`src/common/render_settings.svh`:
```
`ifndef RENDER_SETTINGS_SVH
`define RENDER_SETTINGS_SVH

// Map geometry in pixels.
`define MAP_H 320
`define MAP_V 240

// Coordinate widths.
`define MAP_H_WIDTH 9
`define MAP_V_WIDTH 8

// Any image index fits a full map.
`define INDEX_WIDTH (`MAP_H_WIDTH + `MAP_V_WIDTH)

// Square sprite sides.
`define PLAYER_SIZE 16
`define BULLET_SIZE 4

// Start caption box on screen, both bounds inclusive.
`define START_CAPTION_H_MIN 101
`define START_CAPTION_H_MAX 220
`define START_CAPTION_V_MIN 101
`define START_CAPTION_V_MAX 140

// Row length of the caption image.
`define START_CAPTION_H 120

// Hit record buffer, power of two.
`define HIT_FIFO_DEPTH 4

`endif

```
`src/common/render_pkg.sv`:
```
`include "render_settings.svh"

package render_pkg;

    // Object shown at a pixel, values match the image memory select.
    typedef enum logic [2:0] {
        OBJ_MAP           = 3'd0,
        OBJ_PLAYER1       = 3'd1,
        OBJ_PLAYER2       = 3'd2,
        OBJ_BULLET1       = 3'd3,
        OBJ_BULLET2       = 3'd4,
        OBJ_START_CAPTION = 3'd5,
        OBJ_START_BG      = 3'd6
    } object_id_t;

    // Everything known about one pixel before priority is applied.
    typedef struct packed {
        logic                    is_gaming;
        logic                    hit_player1;
        logic                    hit_player2;
        logic                    hit_bullet1; // Already qualified by bullet enable.
        logic                    hit_bullet2;
        logic                    hit_caption;
        logic [`INDEX_WIDTH-1:0] player1_index;
        logic [`INDEX_WIDTH-1:0] player2_index;
        logic [`INDEX_WIDTH-1:0] bullet1_index;
        logic [`INDEX_WIDTH-1:0] bullet2_index;
        logic [`INDEX_WIDTH-1:0] caption_index;
        logic [`INDEX_WIDTH-1:0] map_index;
    } hit_rec_t;

endpackage

```
`src/common/hit_if.sv`:
```
`timescale 1ns/10ps

// One hit record per transfer, valid/ready handshake.
interface hit_if;
    logic                 valid;
    logic                 ready;
    render_pkg::hit_rec_t rec;

    modport source (
        output valid,
        output rec,
        input  ready
    );

    modport sink (
        input  valid,
        input  rec,
        output ready
    );
endinterface

```
`src/source/sprite_hit_stage.sv`:
```
`timescale 1ns/10ps
`include "render_settings.svh"

module sprite_hit_stage (
    input                                  clk,
    input                                  i_reset,
    input                                  i_pix_valid,
    output logic                           o_pix_ready,
    input        [`MAP_H_WIDTH-1:0]        i_pix_h,
    input        [`MAP_V_WIDTH-1:0]        i_pix_v,
    input                                  i_is_gaming,
    input signed [`MAP_H_WIDTH-1:0]        i_player1_x,
    input signed [`MAP_V_WIDTH-1:0]        i_player1_y,
    input signed [`MAP_H_WIDTH-1:0]        i_player2_x,
    input signed [`MAP_V_WIDTH-1:0]        i_player2_y,
    input signed [`MAP_H_WIDTH-1:0]        i_bullet1_x,
    input signed [`MAP_H_WIDTH-1:0]        i_bullet1_y,
    input                                  i_bullet1_valid,
    input signed [`MAP_H_WIDTH-1:0]        i_bullet2_x,
    input signed [`MAP_H_WIDTH-1:0]        i_bullet2_y,
    input                                  i_bullet2_valid,
    hit_if.source                          o_hit
);
    localparam int SW = `MAP_H_WIDTH + 2; // Box bounds can go negative or past the map.

    // Returns {hit, index} for a square sprite of side size centred at (x, y).
    function automatic logic [`INDEX_WIDTH:0] sprite_lookup(
        input logic signed [SW-1:0]     x,
        input logic signed [SW-1:0]     y,
        input int                       size,
        input logic [`MAP_H_WIDTH-1:0]  h,
        input logic [`MAP_V_WIDTH-1:0]  v
    );
        logic signed [SW-1:0]    h_min;
        logic signed [SW-1:0]    h_max;
        logic signed [SW-1:0]    v_min;
        logic signed [SW-1:0]    v_max;
        logic signed [SW-1:0]    h_s;
        logic signed [SW-1:0]    v_s;
        logic                    hit;
        logic [`INDEX_WIDTH-1:0] index;
        h_min = x + SW'((`MAP_H - size) / 2 + 1);
        h_max = x + SW'((`MAP_H + size) / 2);
        v_min = -y + SW'((`MAP_V - size) / 2 + 1); // Screen rows grow downwards.
        v_max = -y + SW'((`MAP_V + size) / 2);
        h_s = $signed({{(SW-`MAP_H_WIDTH){1'b0}}, h});
        v_s = $signed({{(SW-`MAP_V_WIDTH){1'b0}}, v});
        hit = (h_s >= h_min) && (h_s <= h_max) && (v_s >= v_min) && (v_s <= v_max);
        index = `INDEX_WIDTH'((v_s - v_min) * size + (h_s - h_min)); // Only used on a hit.
        return {hit, index};
    endfunction

    logic                    p1_hit, p2_hit, b1_box_hit, b2_box_hit;
    logic [`INDEX_WIDTH-1:0] p1_index, p2_index, b1_index, b2_index;
    logic                    caption_hit;
    logic [`INDEX_WIDTH-1:0] caption_index;
    logic [`INDEX_WIDTH-1:0] map_index;
    render_pkg::hit_rec_t    rec_d;
    render_pkg::hit_rec_t    rec_q;
    logic                    valid_q;

    assign {p1_hit, p1_index} = sprite_lookup(i_player1_x, i_player1_y, `PLAYER_SIZE,
                                              i_pix_h, i_pix_v);
    assign {p2_hit, p2_index} = sprite_lookup(i_player2_x, i_player2_y, `PLAYER_SIZE,
                                              i_pix_h, i_pix_v);
    assign {b1_box_hit, b1_index} = sprite_lookup(i_bullet1_x, i_bullet1_y, `BULLET_SIZE,
                                                  i_pix_h, i_pix_v);
    assign {b2_box_hit, b2_index} = sprite_lookup(i_bullet2_x, i_bullet2_y, `BULLET_SIZE,
                                                  i_pix_h, i_pix_v);

    // Fixed caption box.
    assign caption_hit = (i_pix_h >= `START_CAPTION_H_MIN) && (i_pix_h <= `START_CAPTION_H_MAX)
                      && (i_pix_v >= `START_CAPTION_V_MIN) && (i_pix_v <= `START_CAPTION_V_MAX);
    assign caption_index = (i_pix_v - `START_CAPTION_V_MIN) * `START_CAPTION_H
                         + i_pix_h - `START_CAPTION_H_MIN;

    assign map_index = (i_pix_v - 1) * `MAP_H + i_pix_h - 1; // Coordinates are 1-based.

    always_comb begin
        rec_d.is_gaming     = i_is_gaming;
        rec_d.hit_player1   = p1_hit;
        rec_d.hit_player2   = p2_hit;
        rec_d.hit_bullet1   = b1_box_hit && i_bullet1_valid;
        rec_d.hit_bullet2   = b2_box_hit && i_bullet2_valid;
        rec_d.hit_caption   = caption_hit;
        rec_d.player1_index = p1_index;
        rec_d.player2_index = p2_index;
        rec_d.bullet1_index = b1_index;
        rec_d.bullet2_index = b2_index;
        rec_d.caption_index = caption_index;
        rec_d.map_index     = map_index;
    end

    // Register is free when empty or drained this cycle.
    assign o_pix_ready = !valid_q || o_hit.ready;

    always_ff @(posedge clk) begin
        if (i_reset) begin
            valid_q <= 1'b0;
        end else if (o_pix_ready) begin
            valid_q <= i_pix_valid;
        end
    end

    always_ff @(posedge clk) begin
        if (i_pix_valid && o_pix_ready) begin
            rec_q <= rec_d;
        end
    end

    assign o_hit.valid = valid_q;
    assign o_hit.rec   = rec_q;
endmodule

```
`src/source/hit_fifo.sv`:
```
`timescale 1ns/10ps
`include "render_settings.svh"

module hit_fifo #(
    parameter int DEPTH = `HIT_FIFO_DEPTH // Power of two.
) (
    input       clk,
    input       i_reset,
    hit_if.sink   i_wr,
    hit_if.source o_rd
);
    localparam int PTR_W = $clog2(DEPTH);
    localparam int CNT_W = $clog2(DEPTH + 1);

    render_pkg::hit_rec_t mem [DEPTH];
    logic [PTR_W-1:0]     wr_ptr;
    logic [PTR_W-1:0]     rd_ptr;
    logic [CNT_W-1:0]     count;
    logic                 wr_en;
    logic                 rd_en;

    assign i_wr.ready = (count != CNT_W'(DEPTH));
    assign o_rd.valid = (count != '0);
    assign o_rd.rec   = mem[rd_ptr]; // Head entry, registered storage only.

    assign wr_en = i_wr.valid && i_wr.ready;
    assign rd_en = o_rd.valid && o_rd.ready;

    always_ff @(posedge clk) begin
        if (wr_en) begin
            mem[wr_ptr] <= i_wr.rec;
        end
    end

    // Pointers wrap on their own.
    always_ff @(posedge clk) begin
        if (i_reset) begin
            wr_ptr <= '0;
            rd_ptr <= '0;
        end else begin
            if (wr_en) begin
                wr_ptr <= wr_ptr + 1'b1;
            end
            if (rd_en) begin
                rd_ptr <= rd_ptr + 1'b1;
            end
        end
    end

    always_ff @(posedge clk) begin
        if (i_reset) begin
            count <= '0;
        end else begin
            case ({wr_en, rd_en})
                2'b10:   count <= count + 1'b1;
                2'b01:   count <= count - 1'b1;
                default: count <= count; // Both or neither.
            endcase
        end
    end
endmodule

```
`src/source/priority_resolver.sv`:
```
`timescale 1ns/10ps
`include "render_settings.svh"

module priority_resolver (
    input                                 clk,
    input                                 i_reset,
    hit_if.sink                           i_hit,
    output logic                          o_obj_valid,
    input                                 i_obj_ready,
    output render_pkg::object_id_t        o_object_id,
    output logic [`INDEX_WIDTH-1:0]       o_object_pixel_index
);
    render_pkg::hit_rec_t    rec;
    render_pkg::object_id_t  sel_id;
    logic [`INDEX_WIDTH-1:0] sel_index;
    logic                    take;

    assign rec = i_hit.rec;

    // Gaming picks player1 > player2 > bullet1 > bullet2 > map.
    always_comb begin
        if (rec.is_gaming) begin
            if (rec.hit_player1) begin
                sel_id    = render_pkg::OBJ_PLAYER1;
                sel_index = rec.player1_index;
            end else if (rec.hit_player2) begin
                sel_id    = render_pkg::OBJ_PLAYER2;
                sel_index = rec.player2_index;
            end else if (rec.hit_bullet1) begin
                sel_id    = render_pkg::OBJ_BULLET1;
                sel_index = rec.bullet1_index;
            end else if (rec.hit_bullet2) begin
                sel_id    = render_pkg::OBJ_BULLET2;
                sel_index = rec.bullet2_index;
            end else begin
                sel_id    = render_pkg::OBJ_MAP;
                sel_index = rec.map_index;
            end
        end else begin
            // Idle screen, sprites are hidden.
            if (rec.hit_caption) begin
                sel_id    = render_pkg::OBJ_START_CAPTION;
                sel_index = rec.caption_index;
            end else begin
                sel_id    = render_pkg::OBJ_START_BG;
                sel_index = rec.map_index;
            end
        end
    end

    assign i_hit.ready = !o_obj_valid || i_obj_ready;
    assign take        = i_hit.valid && i_hit.ready;

    always_ff @(posedge clk) begin
        if (i_reset) begin
            o_obj_valid <= 1'b0;
        end else if (i_hit.ready) begin
            o_obj_valid <= i_hit.valid;
        end
    end

    always_ff @(posedge clk) begin
        if (take) begin
            o_object_id          <= sel_id;
            o_object_pixel_index <= sel_index;
        end
    end
endmodule

```
`src/source/pixel_decoder_top.sv`:
```
`timescale 1ns/10ps
`include "render_settings.svh"

module pixel_decoder_top (
    input                                  clk,
    input                                  i_reset,

    // Pixel stream in.
    input                                  i_pix_valid,
    output                                 o_pix_ready,
    input        [`MAP_H_WIDTH-1:0]        i_pix_h,
    input        [`MAP_V_WIDTH-1:0]        i_pix_v,

    // Game state held with each pixel.
    input                                  i_is_gaming,
    input signed [`MAP_H_WIDTH-1:0]        i_player1_x,
    input signed [`MAP_V_WIDTH-1:0]        i_player1_y,
    input signed [`MAP_H_WIDTH-1:0]        i_player2_x,
    input signed [`MAP_V_WIDTH-1:0]        i_player2_y,
    input signed [`MAP_H_WIDTH-1:0]        i_bullet1_x,
    input signed [`MAP_H_WIDTH-1:0]        i_bullet1_y,
    input                                  i_bullet1_valid,
    input signed [`MAP_H_WIDTH-1:0]        i_bullet2_x,
    input signed [`MAP_H_WIDTH-1:0]        i_bullet2_y,
    input                                  i_bullet2_valid,

    // Decoded object stream out.
    output                                 o_obj_valid,
    input                                  i_obj_ready,
    output render_pkg::object_id_t         o_object_id,
    output       [`INDEX_WIDTH-1:0]        o_object_pixel_index
);
    hit_if prod_to_buf ();
    hit_if buf_to_cons ();

    sprite_hit_stage u_sprite_hit_stage (
        .clk             (clk),
        .i_reset         (i_reset),
        .i_pix_valid     (i_pix_valid),
        .o_pix_ready     (o_pix_ready),
        .i_pix_h         (i_pix_h),
        .i_pix_v         (i_pix_v),
        .i_is_gaming     (i_is_gaming),
        .i_player1_x     (i_player1_x),
        .i_player1_y     (i_player1_y),
        .i_player2_x     (i_player2_x),
        .i_player2_y     (i_player2_y),
        .i_bullet1_x     (i_bullet1_x),
        .i_bullet1_y     (i_bullet1_y),
        .i_bullet1_valid (i_bullet1_valid),
        .i_bullet2_x     (i_bullet2_x),
        .i_bullet2_y     (i_bullet2_y),
        .i_bullet2_valid (i_bullet2_valid),
        .o_hit           (prod_to_buf)
    );

    hit_fifo #(
        .DEPTH (`HIT_FIFO_DEPTH)
    ) u_hit_fifo (
        .clk     (clk),
        .i_reset (i_reset),
        .i_wr    (prod_to_buf),
        .o_rd    (buf_to_cons)
    );

    priority_resolver u_priority_resolver (
        .clk                  (clk),
        .i_reset              (i_reset),
        .i_hit                (buf_to_cons),
        .o_obj_valid          (o_obj_valid),
        .i_obj_ready          (i_obj_ready),
        .o_object_id          (o_object_id),
        .o_object_pixel_index (o_object_pixel_index)
    );
endmodule

```
`config.mk`:
```
export PLATFORM = sky130hd
export DESIGN_NAME = pixel_decoder_top
export DESIGN_NICKNAME = d
export VERILOG_FILES = /design/src/common/render_pkg.sv /design/src/common/hit_if.sv /design/src/source/sprite_hit_stage.sv /design/src/source/hit_fifo.sv /design/src/source/priority_resolver.sv /design/src/source/pixel_decoder_top.sv
export VERILOG_INCLUDE_DIRS = /design/src /design/src/common
export SDC_FILE = /design/constraint.sdc
export NUM_CORES = 1
export LEC_CHECK = 0
export BUFFER_PORTS_ARGS = -buffer_cell sky130_fd_sc_hd__buf_2
export CAP_MARGIN = 20
export CORE_MARGIN = 1.5
export CORE_UTILIZATION = 50
export CTS_CLUSTER_SIZE = 20
export DETAILED_ROUTE_END_ITERATION = 8
export PLACE_DENSITY = 0.69
export REMOVE_ABC_BUFFERS = 1
export SLEW_MARGIN = 25
export SYNTH_ARGS = -nofsm -noshare
export SYNTH_HDL_FRONTEND = slang
export SYNTH_SLANG_ARGS = --single-unit
```
`constraint.sdc`:
```
create_clock -name clk -period 7.05 [get_ports clk]
set_input_delay 0.3525 -clock clk [delete_from_list [all_inputs] [get_ports clk]]
set_output_delay 0.3525 -clock clk [all_outputs]
set_load 0.05 [all_outputs]
```
==> results by stage <==
Yosys:
- The average instance in the mapped netlist occupies 12.42 um^2.
- After technology mapping, the gate count stands at 2701.
- Yosys mapped a number of flops with a built-in enable equal to 550.
- Yosys printed 0 warnings.
- After synthesis the cells add up to 0.03355 mm^2.
- The async set-reset flop share out of synthesis is 0%.
- The register area share after synthesis is 49.89%.
- Synthesis inferred 561 register bits.
- The number of distinct library cell variants in the gate-level netlist after synthesis is 90.
- The commonest register cell after synthesis is sky130_fd_sc_hd__edfxtp_1.

Final layout:
- Leaving out fill and tap cells, the most frequent cells in the layout are sky130_fd_sc_hd__edfxtp_1 (550), sky130_fd_sc_hd__ha_1 (295), sky130_fd_sc_hd__inv_1 (203).
- Summing all multi-input logic gate instances after layout gives 0.01573 mm^2.
- The finished cells cover 0.03677 mm^2.
- The fraction of final layout cells with drive strength greater than 1 is 12.84%.
- Relative to the synthesized area, the layout overhead comes to 9.615%.
- The leading cell type in the layout, fill and taps excluded is sky130_fd_sc_hd__edfxtp_1.
- Summing all flip-flop and latch instances after layout gives 0.01674 mm^2.
- After the flow finishes, the layout carries non-filler instances totaling 3719.
- After filler insertion, the fill cell instance count of the layout stands at 5417.
- The net count of the finished layout is 3221.

Placement:
- The number of port buffers is 115.
- The placer congestion estimate is 0.9060.
- The instance area after placement is 0.03508 mm^2.
- The setup slack at placement is 1173 ps.
- The HPWL after detailed placement is 58540 um.
- The total placed cells including tap cells is 3617.

Clock tree:
- The count of H-tree levels built during CTS is 2.
- The clock root buffer master is sky130_fd_sc_hd__clkbuf_16.
- Once the clock tree was built, the setup fixing pass inserted 0 buffers.
- TritonCTS built the clock tree.
- The number of clock buffers inserted by TritonCTS is 52.
- The number of buffers on the longest clock path is 3.
- Clock-pin slew was measured on the worst setup and hold paths at 60 ps.
- For this design, the sink count on the clock tree is 561.
- Clock latency on the worst-skew pair, taken at its later pin, is 610 ps.

Floorplan:
- The initial utilization of the core area, before any placement, comes to 50.75%.
- The floorplan step defined a core boundary enclosing 0.06610 mm^2.
- The floorplan step set the die height to 262.0 um.
- The area enclosed by the die boundary is 0.06866 mm^2.
- The top-level I/O count is 116.
- The row count is 94.
- The floorplan die width is 262.0 um.

Setup path:
- The critical path's most frequent cell is sky130_fd_sc_hd__inv_1.
- The arrival time at the worst endpoint is 5640 ps.
- The cell family contributing the most delay on the critical path is adder cells.
- Traced cell by cell, the critical path runs through buf_2 -> inv_1 -> ha_1 -> nor2b_1 -> nand2b_1 -> nand2_1 -> xnor2_1 -> inv_1 -> fa_1 -> inv_1 -> ha_1 -> o21ai_0 -> a21oi_1 -> o41ai_1 -> xnor2_1 -> inv_1 -> ha_1 -> a21oi_1 -> a31oi_1 -> nand3_1 -> mux2i_1 -> nor3_1.
- The nature of the critical path startpoint is a primary input.
- The highest cell delay on the worst timing path is 570 ps.
- For the worst setup path, the data required time is 7400 ps.
- Of all nets on the critical path, the largest fanout is 12.
- STA classifies the critical path endpoint as a flip-flop.
- The critical path is of the primary input to flip-flop type.
- Together, buffers and inverters on the worst path number 5.
- The cell with the biggest individual delay on the critical path is sky130_fd_sc_hd__fa_1.

GRT:
- The global-route congestion overflow total is 0.
- The number of global-route vias before repair is 21847.
- The initial antenna violation count came to 10.
- The all-layer global routing usage is 23.59%.
- The global-route wire length before repair is 122800 um.
- Entering global routing, the biggest net connects 69 pins.

Power and ir drop:
- Total power for the finished layout comes to 13540 uW.
- In this run the power spent charging and discharging nets is 4983 uW.
- The switching portion of total power is 36.81%.
- Sequential cells account for 38.2% of the total power.
- Of the total power, combinational logic draws 41.3%.
- The ratio of total power to cell area is 368.1 mW/mm^2.
- The clock group share of total power is 20.4%.
- The leakage power summed over all cells is 0.01386 uW.
- The worst supply voltage drop on vdd is 0.2645 mV.
- The internal power of the cells totals 8552 uW.

Timing:
- On the final layout, the worst hold slack is 38.75 ps.
- The number of endpoints with negative hold slack in the final report is 0.
- The post-route worst setup slack is 1759 ps.
- The worst pin sits at a relative slew slack of 34.83%.
- Setup violations remaining at the end of the flow were counted as 0.
- The count of pins over their slew limit is 0.
- The clock period minus final worst setup slack is 5291 ps.
- The worst path uses 75.05% of the clock period.
- At the pin with the least slew margin, the transition time is 968.6 ps.
- The worst clock skew on the final layout is 19.26 ps.
- The highest achievable clock rate is 0.1890 GHz.
- Setup repair after global routing left no endpoint under its margin.

Drt:
- The detailed router placed 21848 vias in this run.
- The routed via count divided by cell count is 5.875.
- The count of nets left with antenna violations once routing finished came out at 0.
- Dividing the detail-routed wire length by the instance count gives 21.67 um.
- The DRC violations left is 0.
- The total length of routed wires is 80600 um.
- The starting DRC count in detailed routing is 1679.
- Before antenna repair, the detailed router went through 5 iterations.

Worst hold path:
- The type of the most critical hold path is primary input to flip-flop.

Run status:
- The run finished with clean final reports.

Job:
- Max-cap violations in this run came to 0.
-- final cells by class --
type	instances	area share, %
flip-flops and latches	561	45.53
multi-input cells	1854	42.78
clock buffers	60	3.678
well taps	864	2.940
repair buffers	136	2.099
inverters	203	2.072
clock inverters	37	0.8710
diodes	4	0.02722
-- path summary, 6_finish.rpt --
kind | start | end | slack (ps) | cells past startpoint
max | i_pix_v[0] | u_sprite_hit_stage.o_hit.rec[33]$_DFFE_PP_ | 1760 | 22
min | i_obj_ready | u_priority_resolver.o_obj_valid$_SDFFE_PP0N_ | 40 | 4
max reg2reg | flip-flop | u_priority_resolver.o_object_pixel_index[15]$_DFFE_PP_ | 3460 | 8
min reg2reg | u_priority_resolver.o_obj_valid$_SDFFE_PP0N_ | u_priority_resolver.o_obj_valid$_SDFFE_PP0N_ | 490 | 2
-- power by group through the flow --
stage	Combinational, uW	Sequential (uW)	Clock (uW)
after floorplan	3850	5350	0
after global placement	5420	5180	0
after detailed placement	5570	5240	0
after CTS	5600	5180	2810
after global routing	6150	5240	2930
final	5590	5180	2770
-- through the flow --
| step | TNS [ps] | utilization, % |
|---|---|---|
| after floorplan | -17840 | - |
| after global placement | 0 | 52.99 |
| after detailed placement | 0 | 53.07 |
| after CTS | 0 | 55.61 |
| after global routing | 0 | 55.63 |
| final | 0 | 55.63 |
-- per-layer routing --
layer | vias to the layer above | part of all wire, % | global-route usage, %
met5 | - | 0.031 | 0
met4 | 4 | 2.5 | 6.333
met3 | 112 | 6.1 | 3.974
met2 | 637 | 47 | 39.06
met1 | 10772 | 44 | 32.29
li1 | 10323 | - | -
-- repair_timing --
item,4_1_cts,5_1_grt
endpoints found under the setup margin,0,0
hold buffers,1,0
hold endpoints to repair,1,0
gates resized for setup,0,0
-- kinds of logic (layout without fill, tap and decap cells) --
| group | Yosys count | in the layout | synth area share, % |
|---|---|---|---|
| flip-flops | 561 | 561 | 49.89 |
| AO/OA/AOI/OAI | 530 | 530 | 10.12 |
| multiplexers | 144 | 144 | 8.190 |
| AND/OR/NAND/NOR | 587 | 587 | 8.832 |
| XOR/XNOR | 273 | 273 | 7.168 |
| adder cells (fa/ha/maj) | 320 | 320 | 12.46 |
| other | 0 | 4 | 0 |
| buffers and inverters | 286 | 436 | 3.338 |
-- Yosys cell counts, types with 36 or more instances --
cell type,instances,area share [%]
sky130_fd_sc_hd__edfxtp_1,550,49
sky130_fd_sc_hd__ha_1,295,11
sky130_fd_sc_hd__inv_1,203,2.3
sky130_fd_sc_hd__nor2_1,180,2.0
sky130_fd_sc_hd__a21oi_1,173,2.6
sky130_fd_sc_hd__xnor2_1,171,4.5
sky130_fd_sc_hd__mux4_2,104,7.0
sky130_fd_sc_hd__xor2_1,101,2.6
sky130_fd_sc_hd__o21ai_0,98,1.5
sky130_fd_sc_hd__nand2_1,96,1.1
sky130_fd_sc_hd__nor3_1,56,0.84
sky130_fd_sc_hd__nor2b_1,50,0.93
sky130_fd_sc_hd__clkbuf_1,47,0.53
sky130_fd_sc_hd__nand3_1,40,0.60
sky130_fd_sc_hd__a211oi_1,38,0.85
sky130_fd_sc_hd__mux2i_1,36,1.1
-- flip-flops by register name, indices dropped and copies added (netlist names), 2 cells and up, named ones only --
| register | flops |
|---|---|
| u_hit_fifo.mem | 424 |
| u_sprite_hit_stage.o_hit.rec | 106 |
| u_priority_resolver.o_object_pixel_index | 17 |
| u_hit_fifo.count | 3 |
| u_priority_resolver.o_object_id | 3 |
| u_hit_fifo.rd_ptr | 2 |
| u_hit_fifo.wr_ptr | 2 |
-- tightest hold or removal path, cell delays in order --
cell and delay [ps]:
sky130_fd_sc_hd__buf_2 70, sky130_fd_sc_hd__inv_1 50, sky130_fd_sc_hd__nand2_1 60, sky130_fd_sc_hd__a21oi_1 50
Note: power is estimated with default switching activity, not from simulation.
